File: src/verilog/sd_host_macros.svh
`ifndef SD_HOST_MACROS_SVH
`define SD_HOST_MACROS_SVH

// block layout
`define SD_BLOCK_BYTES      512
`define SD_CRC_BYTES        2

// init and polling limits
`define SD_INIT_IDLE_BYTES  10
`define SD_R1_POLL_BYTES    8
`define SD_ACMD41_TRIES     255
`define SD_TOKEN_POLL_MAX   1024

`define SD_IDLE_BYTE        8'hFF
`define SD_START_TOKEN      8'hFE

`endif

File: src/verilog/sd_spi_pkg.sv
package sd_spi_pkg;

   typedef logic [7:0] byte_t;

   // what the link layer does for one request
   typedef enum logic [1:0]
   {
      OP_IDLE_CLOCKS = 2'd0,
      OP_CMD         = 2'd1,
      OP_XFER        = 2'd2
   } link_op_e;

endpackage

File: src/verilog/sd_proto_pkg.sv
package sd_proto_pkg;

   typedef enum logic [5:0]
   {
      CMD0   = 6'd0,
      CMD8   = 6'd8,
      CMD17  = 6'd17,
      ACMD41 = 6'd41,
      CMD55  = 6'd55
   } cmd_index_e;

   typedef struct packed
   {
      cmd_index_e  index;
      logic [31:0] arg;
   } sd_cmd_t;

   typedef logic [7:0] r1_t;

   // r1 values the sequencer expects
   localparam r1_t R1_READY = 8'h00;
   localparam r1_t R1_IDLE  = 8'h01;

   typedef enum logic [3:0]
   {
      S_POWERUP, S_IDLE_CLK, S_CMD0, S_CMD8, S_CMD55, S_ACMD41,
      S_READY, S_CMD17, S_TOKEN, S_DATA, S_CRC, S_ERROR
   } host_state_e;

endpackage

File: src/verilog/spi_byte_if.sv
`timescale 1ns/1ns

interface spi_byte_if;
   import sd_spi_pkg::*;

   logic  start;
   byte_t tx_byte;
   logic  cs_n;
   logic  busy;
   logic  done;
   byte_t rx_byte;

   modport link   (output start, tx_byte, cs_n, input busy, done, rx_byte);
   modport engine (input start, tx_byte, cs_n, output busy, done, rx_byte);

endinterface

File: src/verilog/sd_link_if.sv
`timescale 1ns/1ns

interface sd_link_if;
   import sd_spi_pkg::*;
   import sd_proto_pkg::*;

   logic     start;
   link_op_e op;
   sd_cmd_t  cmd;
   logic     busy;
   logic     done;
   byte_t    rx;

   modport ctrl (output start, op, cmd, input busy, done, rx);
   modport link (input start, op, cmd, output busy, done, rx);
endinterface

File: src/verilog/spi_byte_xfer.sv
`timescale 1ns/1ns

module spi_byte_xfer #(
   parameter int SCLK_DIV = 2
) (
   input  logic       clk,
   input  logic       reset,
   spi_byte_if.engine bus,
   input  logic       miso_i,
   output logic       mosi_o,
   output logic       sclk_o,
   output logic       cs_n_o
);
   import sd_spi_pkg::*;

   localparam int DIV_W = $clog2(SCLK_DIV + 1);

   logic [DIV_W-1:0] div_cnt;
   logic [2:0]       bit_cnt;
   logic             busy_q;
   logic             done_q;
   logic             sclk_q;
   logic             tick;
   byte_t            tx_sr;
   byte_t            rx_sr;

   // one sclk half period ends
   assign tick = busy_q && (div_cnt == DIV_W'(SCLK_DIV - 1));

   always_ff @(posedge clk)
   begin
      if (reset)
      begin
         busy_q  <= 1'b0;
         done_q  <= 1'b0;
         sclk_q  <= 1'b0;
         div_cnt <= '0;
         bit_cnt <= '0;
      end
      else
      begin
         done_q <= 1'b0;
         if (!busy_q)
         begin
            if (bus.start)
            begin
               busy_q  <= 1'b1;
               div_cnt <= '0;
               bit_cnt <= '0;
            end
         end
         else if (tick)
         begin
            div_cnt <= '0;
            sclk_q  <= ~sclk_q;
            // falling edge of the last bit ends the byte
            if (sclk_q && bit_cnt == 3'd7)
            begin
               busy_q <= 1'b0;
               done_q <= 1'b1;
            end
            else if (sclk_q)
            begin
               bit_cnt <= bit_cnt + 3'd1;
            end
         end
         else
         begin
            div_cnt <= div_cnt + 1'b1;
         end
      end
   end

   // mode 0 samples on rise and shifts on fall
   always_ff @(posedge clk)
   begin
      if (!busy_q && bus.start)
      begin
         tx_sr <= bus.tx_byte;
      end
      else if (tick && !sclk_q)
      begin
         rx_sr <= {rx_sr[6:0], miso_i};
      end
      else if (tick)
      begin
         tx_sr <= {tx_sr[6:0], 1'b1};
      end
   end

   assign mosi_o      = busy_q ? tx_sr[7] : 1'b1;
   assign sclk_o      = sclk_q;
   assign cs_n_o      = bus.cs_n;
   assign bus.busy    = busy_q;
   assign bus.done    = done_q;
   assign bus.rx_byte = rx_sr;

   start_while_busy_a: assert property (@(posedge clk) disable iff (reset)
      bus.start |-> !busy_q);

endmodule

File: src/verilog/sd_link.sv
`timescale 1ns/1ns
`include "sd_host_macros.svh"

module sd_link (
   input logic      clk,
   input logic      reset,
   sd_link_if.link  req,
   spi_byte_if.link spi
);
   import sd_spi_pkg::*;

   typedef enum logic [1:0] {L_IDLE, L_ISSUE, L_WAIT} link_state_e;

   localparam int POLL_W = $clog2(`SD_R1_POLL_BYTES);

   link_state_e       state_q;
   link_op_e          op_q;
   logic [2:0]        byte_idx;
   logic [39:0]       frame;
   logic [6:0]        crc_q;
   logic [POLL_W-1:0] poll_cnt;
   logic              cs_q;
   logic              done_q;
   logic              cmd_phase;
   logic              sent;
   byte_t             rx_q;
   byte_t             tx_sel;

   // crc7 with polynomial x^7 + x^3 + 1
   function automatic logic [6:0] crc7_byte(input logic [6:0] crc_in, input byte_t data);
      logic [6:0] c;
      logic       fb;
      c = crc_in;
      for (int i = 7; i >= 0; i--)
      begin
         fb = c[6] ^ data[i];
         c  = {c[5:0], 1'b0};
         if (fb)
         begin
            c = c ^ 7'h09;
         end
      end
      return c;
   endfunction

   assign cmd_phase = (op_q == OP_CMD) && (byte_idx < 3'd6);
   assign sent      = (state_q == L_WAIT) && spi.done;
   assign tx_sel    = !cmd_phase ? byte_t'(`SD_IDLE_BYTE) :
                      (byte_idx == 3'd5) ? {crc_q, 1'b1} : frame[39:32];

   always_ff @(posedge clk)
   begin
      if (reset)
      begin
         state_q  <= L_IDLE;
         op_q     <= OP_XFER;
         cs_q     <= 1'b1;
         done_q   <= 1'b0;
         byte_idx <= '0;
         poll_cnt <= '0;
      end
      else
      begin
         done_q <= 1'b0;
         case (state_q)
            L_IDLE:
               if (req.start)
               begin
                  op_q     <= req.op;
                  cs_q     <= (req.op == OP_IDLE_CLOCKS);
                  byte_idx <= '0;
                  poll_cnt <= '0;
                  state_q  <= L_ISSUE;
               end
            L_ISSUE:
               state_q <= L_WAIT;
            default:
               if (spi.done)
               begin
                  state_q <= L_ISSUE;
                  if (op_q != OP_CMD)
                  begin
                     done_q  <= 1'b1;
                     state_q <= L_IDLE;
                  end
                  else if (cmd_phase)
                  begin
                     byte_idx <= byte_idx + 3'd1;
                  end
                  // r1 has a clear top bit
                  else if (!spi.rx_byte[7] || poll_cnt == POLL_W'(`SD_R1_POLL_BYTES - 1))
                  begin
                     done_q  <= 1'b1;
                     state_q <= L_IDLE;
                  end
                  else
                  begin
                     poll_cnt <= poll_cnt + 1'b1;
                  end
               end
         endcase
      end
   end

   always_ff @(posedge clk)
   begin
      if (state_q == L_IDLE && req.start)
      begin
         frame <= {2'b01, req.cmd.index, req.cmd.arg};
         crc_q <= '0;
      end
      else if (sent && cmd_phase && byte_idx < 3'd5)
      begin
         crc_q <= crc7_byte(crc_q, frame[39:32]);
         frame <= {frame[31:0], 8'h00};
      end
      if (sent)
      begin
         rx_q <= (op_q == OP_CMD && spi.rx_byte[7]) ? byte_t'(`SD_IDLE_BYTE) : spi.rx_byte;
      end
   end

   assign spi.start   = (state_q == L_ISSUE);
   assign spi.tx_byte = tx_sel;
   assign spi.cs_n    = cs_q;
   assign req.busy    = (state_q != L_IDLE);
   assign req.done    = done_q;
   assign req.rx      = rx_q;

   req_while_busy_a: assert property (@(posedge clk) disable iff (reset)
      req.start |-> state_q == L_IDLE);

endmodule

File: src/verilog/block_fifo.sv
`timescale 1ns/1ns

module block_fifo #(
   parameter int DEPTH = 16
) (
   input  logic               clk,
   input  logic               reset,
   input  logic               push_i,
   input  sd_spi_pkg::byte_t  push_data_i,
   output logic               full_o,
   input  logic               pop_i,
   output sd_spi_pkg::byte_t  data_o,
   output logic               valid_o
);
   import sd_spi_pkg::*;

   localparam int AW = $clog2(DEPTH);

   byte_t         mem [DEPTH];
   logic [AW-1:0] rd_ptr;
   logic [AW-1:0] wr_ptr;
   logic [AW:0]   count;
   logic          do_push;
   logic          do_pop;

   function automatic logic [AW-1:0] next_ptr(input logic [AW-1:0] p);
      return (p == AW'(DEPTH - 1)) ? '0 : p + 1'b1;
   endfunction

   assign do_push = push_i && !full_o;
   assign do_pop  = pop_i && valid_o;

   always_ff @(posedge clk)
   begin
      if (reset)
      begin
         rd_ptr <= '0;
         wr_ptr <= '0;
         count  <= '0;
      end
      else
      begin
         if (do_push)
         begin
            wr_ptr <= next_ptr(wr_ptr);
         end
         if (do_pop)
         begin
            rd_ptr <= next_ptr(rd_ptr);
         end
         count <= count + (AW+1)'(do_push) - (AW+1)'(do_pop);
      end
   end

   always_ff @(posedge clk)
   begin
      if (do_push)
      begin
         mem[wr_ptr] <= push_data_i;
      end
   end

   assign data_o  = mem[rd_ptr];
   assign valid_o = (count != '0);
   assign full_o  = (count == (AW+1)'(DEPTH));

   push_full_a: assert property (@(posedge clk) disable iff (reset) push_i |-> !full_o);
   pop_empty_a: assert property (@(posedge clk) disable iff (reset) pop_i |-> valid_o);

endmodule

File: src/verilog/sd_host_ctrl.sv
`timescale 1ns/1ns
`include "sd_host_macros.svh"

module sd_host_ctrl #(
   parameter int POWERUP_CYCLES = 64
) (
   input  logic              clk,
   input  logic              reset,
   input  logic              rd_block_i,
   input  logic [31:0]       block_addr_i,
   output logic              busy_o,
   output logic              err_o,
   sd_link_if.ctrl           link,
   output logic              push_o,
   output sd_spi_pkg::byte_t push_data_o,
   input  logic              fifo_full_i
);
   import sd_spi_pkg::*;
   import sd_proto_pkg::*;

   host_state_e state_q;
   logic [31:0] cnt;
   logic [31:0] addr_q;
   logic        wait_q;
   logic        start_q;
   logic        need_link;
   logic        issue;
   logic        rsp_done;
   link_op_e    op_q;
   link_op_e    next_op;
   sd_cmd_t     cmd_q;
   sd_cmd_t     next_cmd;
   r1_t         r1;

   // operation wanted by the current state
   always_comb
   begin
      need_link = 1'b1;
      next_op   = OP_CMD;
      next_cmd  = '{index: CMD0, arg: 32'h0};
      case (state_q)
         S_IDLE_CLK:      next_op = OP_IDLE_CLOCKS;
         S_CMD0:          next_cmd = '{index: CMD0, arg: 32'h0};
         S_CMD8:          next_cmd = '{index: CMD8, arg: 32'h0000_01AA};
         S_CMD55:         next_cmd = '{index: CMD55, arg: 32'h0};
         S_ACMD41:        next_cmd = '{index: ACMD41, arg: 32'h4000_0000};
         S_CMD17:         next_cmd = '{index: CMD17, arg: addr_q};
         S_TOKEN, S_CRC:  next_op = OP_XFER;
         S_DATA:
         begin
            // stall the spi clock while the fifo is full
            next_op   = OP_XFER;
            need_link = !fifo_full_i;
         end
         default:         need_link = 1'b0;
      endcase
   end

   assign issue    = need_link && !wait_q && !link.busy;
   assign rsp_done = wait_q && link.done;
   assign r1       = link.rx;

   always_ff @(posedge clk)
   begin
      if (reset)
      begin
         state_q <= S_POWERUP;
         cnt     <= '0;
         wait_q  <= 1'b0;
         start_q <= 1'b0;
      end
      else
      begin
         start_q <= issue;
         if (issue)
         begin
            wait_q <= 1'b1;
         end
         else if (rsp_done)
         begin
            wait_q <= 1'b0;
         end
         case (state_q)
            S_POWERUP:
            begin
               cnt <= cnt + 32'd1;
               if (cnt == 32'(POWERUP_CYCLES - 1))
               begin
                  cnt     <= '0;
                  state_q <= S_IDLE_CLK;
               end
            end
            S_IDLE_CLK:
               if (rsp_done)
               begin
                  cnt <= cnt + 32'd1;
                  if (cnt == 32'(`SD_INIT_IDLE_BYTES - 1))
                  begin
                     cnt     <= '0;
                     state_q <= S_CMD0;
                  end
               end
            S_CMD0:
               if (rsp_done)
               begin
                  state_q <= (r1 == R1_IDLE) ? S_CMD8 : S_ERROR;
               end
            S_CMD8:
               if (rsp_done)
               begin
                  state_q <= (r1 == R1_IDLE) ? S_CMD55 : S_ERROR;
               end
            S_CMD55:
               if (rsp_done)
               begin
                  state_q <= (r1 == R1_IDLE) ? S_ACMD41 : S_ERROR;
               end
            S_ACMD41:
               if (rsp_done)
               begin
                  cnt     <= cnt + 32'd1;
                  state_q <= S_CMD55;
                  if (r1 == R1_READY)
                  begin
                     state_q <= S_READY;
                  end
                  else if (cnt == 32'(`SD_ACMD41_TRIES - 1))
                  begin
                     state_q <= S_ERROR;
                  end
               end
            S_READY:
            begin
               cnt <= '0;
               if (rd_block_i)
               begin
                  state_q <= S_CMD17;
               end
            end
            S_CMD17:
               if (rsp_done)
               begin
                  state_q <= (r1 == R1_READY) ? S_TOKEN : S_ERROR;
               end
            S_TOKEN:
               if (rsp_done)
               begin
                  cnt <= cnt + 32'd1;
                  if (link.rx == `SD_START_TOKEN)
                  begin
                     cnt     <= '0;
                     state_q <= S_DATA;
                  end
                  else if (cnt == 32'(`SD_TOKEN_POLL_MAX - 1))
                  begin
                     state_q <= S_ERROR;
                  end
               end
            S_DATA:
               if (rsp_done)
               begin
                  cnt <= cnt + 32'd1;
                  if (cnt == 32'(`SD_BLOCK_BYTES - 1))
                  begin
                     cnt     <= '0;
                     state_q <= S_CRC;
                  end
               end
            S_CRC:
               // crc bytes are clocked in and dropped
               if (rsp_done)
               begin
                  cnt <= cnt + 32'd1;
                  if (cnt == 32'(`SD_CRC_BYTES - 1))
                  begin
                     state_q <= S_READY;
                  end
               end
            default:
               state_q <= S_ERROR;
         endcase
      end
   end

   always_ff @(posedge clk)
   begin
      if (issue)
      begin
         op_q  <= next_op;
         cmd_q <= next_cmd;
      end
      if (state_q == S_READY && rd_block_i)
      begin
         addr_q <= block_addr_i;
      end
   end

   assign link.start  = start_q;
   assign link.op     = op_q;
   assign link.cmd    = cmd_q;
   assign push_o      = (state_q == S_DATA) && rsp_done;
   assign push_data_o = link.rx;
   assign busy_o      = (state_q != S_READY);
   assign err_o       = (state_q == S_ERROR);

endmodule

File: src/verilog/sd_spi_host.sv
`timescale 1ns/1ns

module sd_spi_host #(
   parameter int SCLK_DIV       = 2,
   parameter int POWERUP_CYCLES = 64
) (
   input  logic              clk,
   input  logic              reset,
   input  logic              rd_block_i,
   input  logic [31:0]       block_addr_i,
   output logic              busy_o,
   output logic              err_o,
   output sd_spi_pkg::byte_t data_o,
   output logic              data_valid_o,
   input  logic              data_pop_i,
   input  logic              miso_i,
   output logic              mosi_o,
   output logic              sclk_o,
   output logic              cs_n_o
);
   import sd_spi_pkg::*;

   logic  push;
   logic  fifo_full;
   byte_t push_data;

   spi_byte_if spi_bus ();
   sd_link_if  link_bus ();

   sd_host_ctrl #(
      .POWERUP_CYCLES (POWERUP_CYCLES)
   ) ctrl0 (
      .clk          (clk),
      .reset        (reset),
      .rd_block_i   (rd_block_i),
      .block_addr_i (block_addr_i),
      .busy_o       (busy_o),
      .err_o        (err_o),
      .link         (link_bus.ctrl),
      .push_o       (push),
      .push_data_o  (push_data),
      .fifo_full_i  (fifo_full)
   );

   sd_link link0 (
      .clk   (clk),
      .reset (reset),
      .req   (link_bus.link),
      .spi   (spi_bus.link)
   );

   spi_byte_xfer #(
      .SCLK_DIV (SCLK_DIV)
   ) xfer0 (
      .clk    (clk),
      .reset  (reset),
      .bus    (spi_bus.engine),
      .miso_i (miso_i),
      .mosi_o (mosi_o),
      .sclk_o (sclk_o),
      .cs_n_o (cs_n_o)
   );

   block_fifo fifo0 (
      .clk         (clk),
      .reset       (reset),
      .push_i      (push),
      .push_data_i (push_data),
      .full_o      (fifo_full),
      .pop_i       (data_pop_i),
      .data_o      (data_o),
      .valid_o     (data_valid_o)
   );

endmodule

File: config.mk
export PLATFORM = sky130hd
export DESIGN_NAME = sd_spi_host
export DESIGN_NICKNAME = d
export VERILOG_FILES = /design/src/verilog/sd_spi_pkg.sv /design/src/verilog/sd_proto_pkg.sv /design/src/verilog/spi_byte_if.sv /design/src/verilog/sd_link_if.sv /design/src/verilog/spi_byte_xfer.sv /design/src/verilog/sd_link.sv /design/src/verilog/block_fifo.sv /design/src/verilog/sd_host_ctrl.sv /design/src/verilog/sd_spi_host.sv
export VERILOG_INCLUDE_DIRS = /design/src /design/src/verilog
export SDC_FILE = /design/constraint.sdc
export NUM_CORES = 1
export LEC_CHECK = 0
export BUFFER_PORTS_ARGS = -buffer_cell sky130_fd_sc_hd__buf_2
export CAP_MARGIN = 20
export CORE_ASPECT_RATIO = 0.5
export CORE_MARGIN = 2
export CORE_UTILIZATION = 55
export CTS_BUF_LIST = sky130_fd_sc_hd__clkbuf_8
export DETAILED_ROUTE_END_ITERATION = 12
export GPL_TIMING_DRIVEN = 1
export PLACE_DENSITY = 0.68
export SETUP_SLACK_MARGIN = 0.02
export SLEW_MARGIN = 20
export SYNTH_ARGS = -nofsm -noshare
export SYNTH_HDL_FRONTEND = slang
export SYNTH_SLANG_ARGS = --single-unit
File: constraint.sdc
create_clock -name clk -period 9.1 [get_ports clk]
set_input_delay 1.365 -clock clk [delete_from_list [all_inputs] [get_ports clk]]
set_output_delay 1.365 -clock clk [all_outputs]
set_load 0.01 [all_outputs]
==> flow_metrics.tcl <==
set metrics [dict create \
    clock_skew_ns 0.0254 \
    min_path_type "flop to flop" \
    path_cells "mux4_2, mux4_2, buf_2" \
    ys_top_cells_by_area "edfxtp_1 (54%), dfxtp_1 (12%), mux4_2 (6.2%), nand2_1 (3.9%), nor2_1 (2.5%)" \
    fin_setup_tns_ns 0 \
    antenna_found_initial 0 \
    hold_depth 0 \
    num_vias 8753 \
    relSlewSlack_pct 26.6 \
    grt-ovfl-total 0 \
    first_iter_violations 712 \
    cp-start-kind "flop" \
    grtUsageMet2_pct 33.6 \
    multi_input_area_sq_um 4650 \
    cap_viol_max_count 0 \
    cp_common_cell "mux4_2" \
    r2r_start "ctrl0.state_q[1]" \
    yosys_warnings 0 \
    place_congestion 0.860 \
    ys_async_sr_fraction_pct 0 \
    cts_tree "built" \
    firstDrtPassIters 5 \
    path_clk_slew_ns 0.07 \
    slew_violations 0 \
    worst_pin_slew_ns 1.09 \
    cts_setup_buffers 0 \
    clock_latency_ns 0.58 \
    dp_hpwl_mm 18.0 \
    ys.flop_type "edfxtp_1" \
    worstPathRequired_ns 7.74 \
    ioPinCount 51 \
    yosysSeqAreaShare_pct 65.8 \
    num_rows 41 \
    groute.layer.met1.usage_pct 29.7 \
    setup_viol 0 \
    cpPeakStageDelay_ns 0.76 \
    finalCritPeriodShare_pct 43.5 \
    post-synth-top-area-fraction_pct 54.2 \
    synth_cell_types 65 \
    syn-mean-instance-area_sq_um 13.1 \
    syn_inst 1104 \
    cts_buffer_depth 3 \
    rsz0062_at_grt "no" \
    drtAntennaViolNets 0 \
    max_freq_ghz 0.253 \
    hold_violations 0 \
    status "complete, no violations" \
    seqCellArea_sq_um 9520 \
    die_x_um 233 \
    port_buffers 50 \
    area_growth_pct 9.86 \
    finalCriticalPeriod_ns 3.96 \
    rr_worst_depth 5 \
    end_kind "output port" \
    grt_pass1_wl_mm 45.8 \
    diodes 0 \
    layout-drive-gt1-share_pct 14.1 \
    hp-start "xfer0.bus.rx_byte[2]" \
    cts.repair.resized 0 \
    grtUsageTotal_pct 21.1 \
    root_buffer "clkbuf_8" \
    die_area_sq_um 27700 \
    yosysTopAreaCell "edfxtp_1" \
    synth.net_count 1163 \
    fin_nets 1217 \
    wl_per_cell_um 18.4 \
    synth_edf_count 261 \
    ir_drop_v 0.000116 \
    met3_usage_pct 4.01 \
    cp_slowest_cell "dfxtp_4" \
    postCtsHoldBufs 0 \
    cp_max_fo 32 \
    worst-endpoint-arrival_ns 2.59 \
    cts_sinks 345 \
    cts_buffers 46 \
    start_util_pct 56.7 \
    core_area_sq_um 25500 \
    final.setup.worst_slack_ns 5.14 \
    power.leakage_uw 0.00550 \
    grt-busiest-layer "met2" \
    die_h_um 119 \
    synth_area_sq_um 14500 \
    grt_pass1_vias 8635 \
    cellPowerDensity_nw_per_um2 194 \
    drc_errors 0 \
    pre_cts_ws_ns 5.32 \
    critPathKind "flop to output port" \
    synth-seq-cells 345 \
    via_per_inst 5.69 \
    grt_max_degree 45 \
    n_fill_cell 1937 \
    routed_wl_mm 28.3 \
    htreeDepth 2 \
]
path summary, 6_finish.rpt:
| path | to | slack [ns] |
|---|---|---|
| setup / recovery | data_o[6] | 5.14 |
| hold / removal | xfer0.bus.rx_byte[3] | 0.43 |
| hold reg to reg | xfer0.bus.rx_byte[3] | 0.43 |
| setup reg to reg | fifo0.mem[1][5] | 5.48 |
report_power, final:
group | leakage (uW) | internal [uW] | switching [uW] | total [uW]
Sequential | 0.00294 | 1690 | 37.7 | 1730
Combinational | 0.00204 | 144 | 102 | 247
Clock | 0.000521 | 547 | 563 | 1110
per-layer routing:
layer / share of wire (%) / up-vias
met1: 45 / 4250
met5: 0 / -
li1: - / 4177
met2: 47 / 280
met3: 6.2 / 46
met4: 1.8 / 0
cells by family after synthesis:
family | Yosys count | share of synthesized area [%]
simple gates | 433 | 14.5
fa+ha+maj | 22 | 1.96
flops | 345 | 65.8
mux | 58 | 7.48
compound gates | 113 | 4.91
xor+xnor | 51 | 3.09
buf+inv | 82 | 2.20
synth_stat cells, types with 6 or more instances:
| cell type | n |
|---|---|
| nor2b_1 | 6 |
| dfxtp_1 | 84 |
| xnor2_1 | 32 |
| nor4b_1 | 6 |
| clkbuf_1 | 38 |
| o21ai_0 | 18 |
| nand2b_1 | 15 |
| nor3b_1 | 7 |
| ha_1 | 21 |
| inv_1 | 29 |
| and2_1 | 30 |
| mux2i_1 | 17 |
| mux4_2 | 40 |
| a21oi_1 | 50 |
| nand4_1 | 21 |
| xor2_1 | 19 |
| nand3_1 | 26 |
| nor2_1 | 96 |
| nor3_1 | 23 |
| nor4_1 | 11 |
| or3_1 | 6 |
| edfxtp_1 | 261 |
| and3_1 | 13 |
| nand2_1 | 152 |
| buf_1 | 10 |
registers in the layout, indices dropped and copies added (netlist names), 5 cells and up, named ones only:
register,flops
xfer0.bus.rx_byte,8
ctrl0.link.cmd,37
fifo0.count,5
ctrl0.cnt,32
xfer0.tx_sr,8
link0.req.rx,8
ctrl0.addr_q,32
fifo0.mem,128
link0.frame,40
link0.crc_q,7
cell usage in the layout (no fill, tap or decap), types with 19 or more instances in the layout:
cell and instances:
nand3_1 26, and2_1 30, ha_1 21, xnor2_1 32, a21oi_1 50, dfxtp_1 83, xor2_1 19, nand4_1 21
edfxtp_1 261, nor2_1 96, buf_2 50, inv_1 51, clkbuf_8 48, nand2_1 152, mux4_2 40
critical path: cells and delay by family, from the launching register on:
family	cells	cell delay, ns
multiplexers	2	1.10
buffers and inverters	1	0.16
flip-flops	1	0.76
per-stage QoR:
step	hold slack [ns]	cells	total power [uW]	utilization [%]	cell area, sq um
after floorplan	0.417	1104	1950	-	14500
after global placement	0.431	1454	2000	58.9	15000
after detailed placement	0.423	1454	2010	58.9	15000
after CTS	0.429	1539	3120	62.3	15900
after global routing	0.436	1539	3220	62.3	15900
final	0.429	1539	3080	62.3	15900
layout make-up:
cell class / count / share of cell area (%)
Sequential cell: 345 / 59.9
Multi-Input combinational cell: 677 / 29.3
Clock buffer: 48 / 4.16
Tap cell: 344 / 2.71
Timing Repair Buffer: 58 / 1.95
Clock inverter: 37 / 1.27
Inverter: 30 / 0.709
No activity file was read; power rests on OpenSTA's default activity.
